`src/logic/cache_defs.svh`:
```
`ifndef CACHE_DEFS_SVH
`define CACHE_DEFS_SVH

// byte address into external memory
`define ADDR_WIDTH 32

// one access moves one word
`define DATA_WIDTH 32

// pending requests between arbiter and bus master
`define REQ_Q_DEPTH 4

`endif
```
`src/logic/flush_pkg.sv`:
```
package flush_pkg;

   typedef enum logic [2:0] {
      flush_idle      = 3'd0,
      flush_wait_both = 3'd1,
      flush_got_data  = 3'd2, // data side done, waiting on instr
      flush_got_instr = 3'd3,
      flush_drain     = 3'd4
   } flush_state_t;

endpackage

```
`src/logic/mem_req_pkg.sv`:
```
`include "cache_defs.svh"

package mem_req_pkg;

   typedef enum logic {
      op_load  = 1'b0,
      op_store = 1'b1
   } mem_op_t;

   typedef enum logic {
      src_instr = 1'b0,
      src_data  = 1'b1
   } req_src_t;

   // 66 bits, addr in the top bits
   typedef struct packed {
      logic [`ADDR_WIDTH-1:0] addr;
      logic [`DATA_WIDTH-1:0] wdata;
      mem_op_t                op;
      req_src_t               src; // routes the response back
   } mem_req_t;

endpackage

```
`src/logic/cache_complex.sv`:
```
`timescale 1ns/1ps
`include "cache_defs.svh"

module cache_complex
(
   input  logic                    clk,
   input  logic                    reset,
   input  logic                    l1i_req_valid,
   input  logic [`ADDR_WIDTH-1:0]  l1i_addr,
   output logic                    l1i_req_ack,
   output logic                    l1i_rsp_valid,
   output logic [`DATA_WIDTH-1:0]  l1i_rsp_data,
   input  logic                    l1d_req_valid,
   input  logic [`ADDR_WIDTH-1:0]  l1d_addr,
   input  mem_req_pkg::mem_op_t    l1d_op,
   input  logic [`DATA_WIDTH-1:0]  l1d_wdata,
   output logic                    l1d_req_ack,
   output logic                    l1d_rsp_valid,
   output logic [`DATA_WIDTH-1:0]  l1d_rsp_data,
   output logic                    wb_cyc,
   output logic                    wb_stb,
   output logic                    wb_we,
   output logic [`ADDR_WIDTH-1:0]  wb_adr,
   output logic [`DATA_WIDTH-1:0]  wb_dat_o,
   input  logic                    wb_ack,
   input  logic [`DATA_WIDTH-1:0]  wb_dat_i,
   input  logic                    l1i_flush_req,
   input  logic                    l1d_flush_req,
   input  logic                    l1i_flush_complete,
   input  logic                    l1d_flush_complete,
   output logic                    in_flush_mode,
   output logic                    flush_done
);

   import mem_req_pkg::*;

   mem_req_t push_data;
   mem_req_t head_data;
   logic     push;
   logic     pop;
   logic     full;
   logic     empty;
   logic     drain_req;
   logic     drain_done;

   l1_req_arbiter u_arbiter (
      .clk           (clk),
      .reset         (reset),
      .in_flush_mode (in_flush_mode),
      .l1i_req_valid (l1i_req_valid),
      .l1i_addr      (l1i_addr),
      .l1d_req_valid (l1d_req_valid),
      .l1d_addr      (l1d_addr),
      .l1d_op        (l1d_op),
      .l1d_wdata     (l1d_wdata),
      .full          (full),
      .l1i_req_ack   (l1i_req_ack),
      .l1d_req_ack   (l1d_req_ack),
      .push          (push),
      .push_data     (push_data)
   );

   req_queue u_queue (
      .clk       (clk),
      .reset     (reset),
      .push      (push),
      .push_data (push_data),
      .pop       (pop),
      .head_data (head_data),
      .full      (full),
      .empty     (empty)
   );

   wb_mem_master u_master (
      .clk           (clk),
      .reset         (reset),
      .empty         (empty),
      .head_data     (head_data),
      .drain_req     (drain_req),
      .wb_ack        (wb_ack),
      .wb_dat_i      (wb_dat_i),
      .pop           (pop),
      .wb_cyc        (wb_cyc),
      .wb_stb        (wb_stb),
      .wb_we         (wb_we),
      .wb_adr        (wb_adr),
      .wb_dat_o      (wb_dat_o),
      .l1i_rsp_valid (l1i_rsp_valid),
      .l1i_rsp_data  (l1i_rsp_data),
      .l1d_rsp_valid (l1d_rsp_valid),
      .l1d_rsp_data  (l1d_rsp_data),
      .drain_done    (drain_done)
   );

   // blocks the arbiter while both L1s flush
   flush_sequencer u_flush_seq (
      .clk                (clk),
      .reset              (reset),
      .l1i_flush_req      (l1i_flush_req),
      .l1d_flush_req      (l1d_flush_req),
      .l1i_flush_complete (l1i_flush_complete),
      .l1d_flush_complete (l1d_flush_complete),
      .drain_done         (drain_done),
      .in_flush_mode      (in_flush_mode),
      .drain_req          (drain_req),
      .flush_done         (flush_done)
   );

endmodule

```
`src/logic/flush_sequencer.sv`:
```
`timescale 1ns/1ps

module flush_sequencer
(
   input  logic clk,
   input  logic reset,
   input  logic l1i_flush_req,
   input  logic l1d_flush_req,
   input  logic l1i_flush_complete,
   input  logic l1d_flush_complete,
   input  logic drain_done,
   output logic in_flush_mode,
   output logic drain_req,
   output logic flush_done
);

   import flush_pkg::*;

   flush_state_t state;
   flush_state_t next_state;

   always_comb
   begin
      next_state = state;
      case (state)
         flush_idle:
         begin
            if (l1i_flush_req && l1d_flush_req)
               next_state = flush_wait_both;
            else if (l1i_flush_req)
               next_state = flush_got_data; // data side not flushing
            else if (l1d_flush_req)
               next_state = flush_got_instr;
         end
         flush_wait_both:
         begin
            if (l1i_flush_complete && l1d_flush_complete)
               next_state = flush_drain;
            else if (l1d_flush_complete)
               next_state = flush_got_data;
            else if (l1i_flush_complete)
               next_state = flush_got_instr;
         end
         flush_got_data:
         begin
            if (l1i_flush_complete)
               next_state = flush_drain;
         end
         flush_got_instr:
         begin
            if (l1d_flush_complete)
               next_state = flush_drain;
         end
         flush_drain:
         begin
            if (drain_done)
               next_state = flush_idle;
         end
         default:
            next_state = flush_idle;
      endcase
   end

   always_ff @(posedge clk)
   begin
      if (reset)
      begin
         state         <= flush_idle;
         in_flush_mode <= 1'b0;
         flush_done    <= 1'b0;
      end
      else
      begin
         state         <= next_state;
         in_flush_mode <= (next_state != flush_idle);
         flush_done    <= (state == flush_drain) && drain_done; // same edge mode drops
      end
   end

   assign drain_req = (state == flush_drain);

endmodule

```
`src/logic/wb_mem_master.sv`:
```
`timescale 1ns/1ps
`include "cache_defs.svh"

module wb_mem_master
(
   input  logic                    clk,
   input  logic                    reset,
   input  logic                    empty,
   input  mem_req_pkg::mem_req_t   head_data,
   input  logic                    drain_req,
   input  logic                    wb_ack,
   input  logic [`DATA_WIDTH-1:0]  wb_dat_i,
   output logic                    pop,
   output logic                    wb_cyc,
   output logic                    wb_stb,
   output logic                    wb_we,
   output logic [`ADDR_WIDTH-1:0]  wb_adr,
   output logic [`DATA_WIDTH-1:0]  wb_dat_o,
   output logic                    l1i_rsp_valid,
   output logic [`DATA_WIDTH-1:0]  l1i_rsp_data,
   output logic                    l1d_rsp_valid,
   output logic [`DATA_WIDTH-1:0]  l1d_rsp_data,
   output logic                    drain_done
);

   import mem_req_pkg::*;

   typedef enum logic [1:0] {
      st_idle = 2'd0,
      st_bus  = 2'd1,
      st_resp = 2'd2
   } mst_state_t;

   mst_state_t             state;
   mem_req_t               cur_req;  // request on the bus
   logic [`DATA_WIDTH-1:0] rdata;

   assign pop = (state == st_idle) && !empty;

   always_ff @(posedge clk)
   begin
      if (reset)
         state <= st_idle;
      else
      begin
         case (state)
            st_idle:
               if (!empty)
                  state <= st_bus;
            st_bus:
               if (wb_ack)
                  state <= st_resp;
            st_resp:
               state <= st_idle;
            default:
               state <= st_idle;
         endcase
      end
   end

   always_ff @(posedge clk)
   begin
      if (pop)
         cur_req <= head_data;
      if (state == st_bus && wb_ack)
         rdata <= wb_dat_i;
   end

   // classic cycle, one beat
   assign wb_cyc   = (state == st_bus);
   assign wb_stb   = (state == st_bus);
   assign wb_we    = (cur_req.op == op_store);
   assign wb_adr   = cur_req.addr;
   assign wb_dat_o = cur_req.wdata;

   assign l1i_rsp_valid = (state == st_resp) && (cur_req.src == src_instr);
   assign l1d_rsp_valid = (state == st_resp) && (cur_req.src == src_data);
   assign l1i_rsp_data  = rdata;
   assign l1d_rsp_data  = rdata; // stale for stores

   // nothing queued, nothing in flight
   assign drain_done = drain_req && empty && (state == st_idle);

endmodule

```
`src/logic/req_queue.sv`:
```
`timescale 1ns/1ps
`include "cache_defs.svh"

module req_queue
#(
   parameter int DEPTH = `REQ_Q_DEPTH
)
(
   input  logic                   clk,
   input  logic                   reset,
   input  logic                   push,
   input  mem_req_pkg::mem_req_t  push_data,
   input  logic                   pop,
   output mem_req_pkg::mem_req_t  head_data,
   output logic                   full,
   output logic                   empty
);

   import mem_req_pkg::*;

   localparam int PTR_W = (DEPTH > 1) ? $clog2(DEPTH) : 1;
   localparam int CNT_W = $clog2(DEPTH + 1);

   mem_req_t           slots [DEPTH];
   logic [PTR_W-1:0]   wr_ptr;
   logic [PTR_W-1:0]   rd_ptr;
   logic [CNT_W-1:0]   count;
   logic               do_push;
   logic               do_pop;

   assign do_push = push && !full;   // overflow dropped
   assign do_pop  = pop && !empty;

   always_ff @(posedge clk)
   begin
      if (do_push)
         slots[wr_ptr] <= push_data;
   end

   always_ff @(posedge clk)
   begin
      if (reset)
      begin
         wr_ptr <= '0;
         rd_ptr <= '0;
         count  <= '0;
      end
      else
      begin
         if (do_push)
            wr_ptr <= (wr_ptr == PTR_W'(DEPTH - 1)) ? '0 : wr_ptr + 1'b1;
         if (do_pop)
            rd_ptr <= (rd_ptr == PTR_W'(DEPTH - 1)) ? '0 : rd_ptr + 1'b1;
         count <= count + CNT_W'(do_push) - CNT_W'(do_pop);
      end
   end

   assign head_data = slots[rd_ptr];
   assign full  = (count == CNT_W'(DEPTH));
   assign empty = (count == '0);

endmodule

```
`src/logic/l1_req_arbiter.sv`:
```
`timescale 1ns/1ps
`include "cache_defs.svh"

module l1_req_arbiter
(
   input  logic                    clk,
   input  logic                    reset,
   input  logic                    in_flush_mode,
   input  logic                    l1i_req_valid,
   input  logic [`ADDR_WIDTH-1:0]  l1i_addr,
   input  logic                    l1d_req_valid,
   input  logic [`ADDR_WIDTH-1:0]  l1d_addr,
   input  mem_req_pkg::mem_op_t    l1d_op,
   input  logic [`DATA_WIDTH-1:0]  l1d_wdata,
   input  logic                    full,
   output logic                    l1i_req_ack,
   output logic                    l1d_req_ack,
   output logic                    push,
   output mem_req_pkg::mem_req_t   push_data
);

   import mem_req_pkg::*;

   req_src_t last_grant;
   logic     grant_i;
   logic     grant_d;
   logic     accept; // queue can take a request this cycle

   assign accept = !full && !in_flush_mode;

   always_comb
   begin
      if (l1i_req_valid && l1d_req_valid)
      begin
         // loser of the last round goes first
         grant_i = (last_grant == src_data);
         grant_d = (last_grant == src_instr);
      end
      else
      begin
         grant_i = l1i_req_valid;
         grant_d = l1d_req_valid;
      end
   end

   assign l1i_req_ack = grant_i && accept;
   assign l1d_req_ack = grant_d && accept;
   assign push = l1i_req_ack || l1d_req_ack;

   always_comb
   begin
      if (l1d_req_ack)
         push_data = '{addr: l1d_addr, wdata: l1d_wdata, op: l1d_op, src: src_data};
      else
         push_data = '{addr: l1i_addr, wdata: '0, op: op_load, src: src_instr}; // fetch only reads
   end

   always_ff @(posedge clk)
   begin
      if (reset)
         last_grant <= src_data; // instr side wins the first tie
      else if (push)
         last_grant <= l1d_req_ack ? src_data : src_instr;
   end

endmodule

```
`config.mk`:
```
export PLATFORM = sky130hd
export DESIGN_NAME = cache_complex
export DESIGN_NICKNAME = d
export VERILOG_FILES = /design/src/logic/flush_pkg.sv /design/src/logic/mem_req_pkg.sv /design/src/logic/cache_complex.sv /design/src/logic/flush_sequencer.sv /design/src/logic/wb_mem_master.sv /design/src/logic/req_queue.sv /design/src/logic/l1_req_arbiter.sv
export VERILOG_INCLUDE_DIRS = /design/src /design/src/logic
export SDC_FILE = /design/constraint.sdc
export NUM_CORES = 1
export LEC_CHECK = 0
export ABC_AREA = 1
export BUFFER_PORTS_ARGS = -buffer_cell sky130_fd_sc_hd__buf_2
export CAP_MARGIN = 20
export CORE_MARGIN = 8
export CORE_UTILIZATION = 50
export CTS_CLUSTER_DIAMETER = 80
export DETAILED_ROUTE_END_ITERATION = 6
export PLACE_DENSITY = 0.73
export SKIP_CTS_REPAIR_TIMING = 1
export SLEW_MARGIN = 0
export SYNTH_ARGS = -nofsm -noshare
export SYNTH_HDL_FRONTEND = slang
export SYNTH_SLANG_ARGS = --single-unit
```
`constraint.sdc`:
```
create_clock -name clk -period 7.9 [get_ports clk]
set_input_delay 0.79 -clock clk [delete_from_list [all_inputs] [get_ports clk]]
set_output_delay 0.79 -clock clk [all_outputs]
set_load 0.005 [all_outputs]
```
==> flow_summary.ini <==
[status]
status = finished, final reports clean

[die]
dieArea_mm2 = 0.0356
die_w_um = 189
io_pins = 275
core_area_mm2 = 0.0296
die_height_um = 189
initial_core_util_pct = 50.5
rows = 63

[clock_network]
clockRootBuffer = clkbuf_16
cts_tree = built
numClockSinks = 377
path_clk_slew_ns = 0.06
cts_buffers = 38
clk_latency_ns = 0.52
clock_path_buffers = 3
h-tree-depth = 2

[place]
gp_congestion = 0.744
post-place-ws_ns = 4.46
numPortBuffers = 274
dp_hpwl_um = 18900

[synthesis]
synth_edf_count = 362
syn-instance-count = 1129
synth.avg_cell_area_um2 = 13.2
synth_nets = 1275
async_flop_share_pct = 0
seq_area_frac_synth_pct = 74.8
ys_types = 28
yosys_warnings = 0
yosys_most_used_dff = edfxtp_1
synth_seq_cells = 377
syn_area_mm2 = 0.0149

[pwr]
combinationalPowerShare_pct = 22.1
netSwitchingPower_mw = 1.82
pwr-share-seq_pct = 48.2
switching_share_pct = 29.3
power.internal_mw = 4.41
p_leak_nw = 6.66
power_mw = 6.23
clock_power_share_pct = 29.8
peakVddDrop_v = 0.000199
power.density_mw_per_mm2 = 362

[detailed_routing]
drt_iter0_drc = 726
ant_nets = 0
wl_per_cell_um = 18.5
via_count = 8901
drtPass1Iterations = 5
routed_wl_um = 31800
drt-vias-per-instance = 5.18
drc = 0

[global_route]
grt_max_degree = 79
antenna_found_initial = 1
overflow = 0
grt_pass1_vias = 8966
grt_pass1_wl_um = 48500
grt_util_all_layers_pct = 17.3

[worst_setup_path]
critPathLaunchType = flip-flop
crit_path_end = l1d_req_ack
slowest_delay_ns = 0.65
path_cells = nor2_2 -> nand2_1 -> nand2_2 -> nor2_2 -> o21ai_4 -> buf_4 -> inv_2 -> buf_2
worst-setup-path-type = reg2out
cp-startpoint = u_queue.count[1]$_SDFF_PP0_
arrival_ns = 2.81
cp-end-kind = output pin
path_depth = 8
crit_path_frequent_cell = nor2_2
r2r-start = u_queue.count[1]$_SDFF_PP0_
crit_fanout = 67
worstPathRequired_ns = 7.11
path_buf_inv = 3
critPathTopFamily = buffers and inverters
rr_endpoint = u_queue.slots[2][55]$_DFFE_PP_
ff2ff_setup_slack_ns = 5.33
reg2reg_depth = 9
cpMaxStageDelayCell = buf_4

[run]
maxCapViolCount = 0

[sta]
fin_setup_tns_ns = 0
max_freq_mhz = 278
fin_ws_ns = 4.30
rsz0062_at_grt = false
skew_ns = 0.00917
slew_headroom_pct = 30.7
hold_viol = 0
tightest_slew_ns = 1.04
slew_violations = 0
period_share_pct = 45.5
fin_crit_ns = 3.60
setup_viol = 0

[finish]
multi_input_area_mm2 = 0.00253
final_util_pct = 58.2
drive_gt1_share_pct = 26.9
nets = 1449
num-fill-cells = 2335
areaGrowthSynthToFinish_pct = 15.3
ff_latch_area_mm2 = 0.0112

[worst_hold_path]
hold_path.class = in2reg
cell type report:
| class | instances | share of cell area (%) |
|---|---|---|
| sequential | 377 | 64.9 |
| multi-input combinational | 534 | 14.7 |
| timing repair buffer | 285 | 8.45 |
| clock buffer | 43 | 6.00 |
| tap | 390 | 2.84 |
| clock inverter | 22 | 1.58 |
| inverter | 67 | 1.48 |
| antenna | 1 | 0.0145 |
cells by family after synthesis:
family	synth area share, %
adders and majority gates	0.721
buffers and inverters	8.52
and+or+nand+nor	7.99
AOI/OAI and AO/OA	7.83
DFF	74.8
xor gates and xnor gates	0.117
metrics by stage:
step | instance area (µm²) | hold slack, ns | std cells
2_1_floorplan | 14900 | 0.468 | 1129
3_3_place_gp | 15900 | 0.503 | 1653
3_5_place_dp | 15900 | 0.513 | 1653
4_1_cts | 17200 | 0.426 | 1718
5_1_grt | 17200 | 0.428 | 1719
6_report | 17200 | 0.449 | 1719
power groups by stage:
stage / combinational [mW] / clock [mW] / sequential [mW]
floorplan: 1.10 / 0 / 3.00
global placement: 1.37 / 0 / 3.04
detailed placement: 1.40 / 0 / 3.05
CTS: 1.41 / 1.89 / 3.01
global route: 1.55 / 1.96 / 3.04
finish: 1.37 / 1.86 / 3.00
metal layers:
metal  GRT usage, %  part of all wire, %  up-vias
met5              0                    0        -
met4           4.81                  2.0        0
met3           3.92                  8.0       48
met2           30.1                   50      359
met1           21.3                   40     4254
li1               -                    -     4240
synth_stat cells (2+ instances only):
master / instances / area [µm²]
a21oi_1: 6 / 30.0
buf_2: 5 / 25.0
buf_4: 109 / 818
buf_6: 5 / 56.3
clkbuf_1: 31 / 116
dfxtp_1: 15 / 300
edfxtp_1: 362 / 10900
ha_1: 7 / 87.6
inv_1: 66 / 248
nand2_1: 110 / 413
nand3_1: 5 / 25.0
nand4_1: 4 / 25.0
nor2_1: 185 / 694
nor2_2: 2 / 12.5
nor4_1: 2 / 12.5
o211ai_1: 2 / 15.0
o21ai_0: 136 / 681
o22ai_1: 66 / 413
xor2_1: 2 / 17.5
layout by cell type, fill, tap and decap left out, drive strengths merged:
master / n
a211oi: 1
nand2: 111
xor2: 2
o21bai: 1
o21ai: 137
o22ai: 66
a31oi: 1
inv: 68
clkbuf: 43
ha: 7
clkinvlp: 5
a21oi: 6
edfxtp: 362
clkinv: 10
dfxtp: 15
nor4: 2
o211ai: 2
buf: 285
nand3: 5
nor2: 187
diode: 1
fa: 1
nand4: 4
bufinv: 6
nor3: 1
state kept, by name, indices dropped and copies added (netlist names), 2 cells and up:
| register | flops |
|---|---|
| u_queue.slots | 264 |
| u_master.l1d_rsp_data | 32 |
| u_master.wb_adr | 32 |
| u_master.wb_dat_o | 32 |
| u_flush_seq.state | 3 |
| u_queue.count | 3 |
| u_master.state | 2 |
| u_queue.rd_ptr | 2 |
| u_queue.wr_ptr | 2 |
worst min-delay path by stage:
stage	start	cells past startpoint	endpoint
floorplan	u_master.state[1]$_SDFFE_PP0P_	1	u_master.state[1]$_SDFFE_PP0P_
global placement	u_master.state[1]$_SDFFE_PP0P_	1	u_master.state[1]$_SDFFE_PP0P_
detailed placement	u_master.state[1]$_SDFFE_PP0P_	1	u_master.state[1]$_SDFFE_PP0P_
CTS	wb_dat_i[30]	1	u_master.l1d_rsp_data[30]$_DFFE_PP_
global route	wb_dat_i[20]	1	u_master.l1d_rsp_data[20]$_DFFE_PP_
finish	wb_dat_i[30]	1	u_master.l1d_rsp_data[30]$_DFFE_PP_
Power figures use the tool's default switching activity.
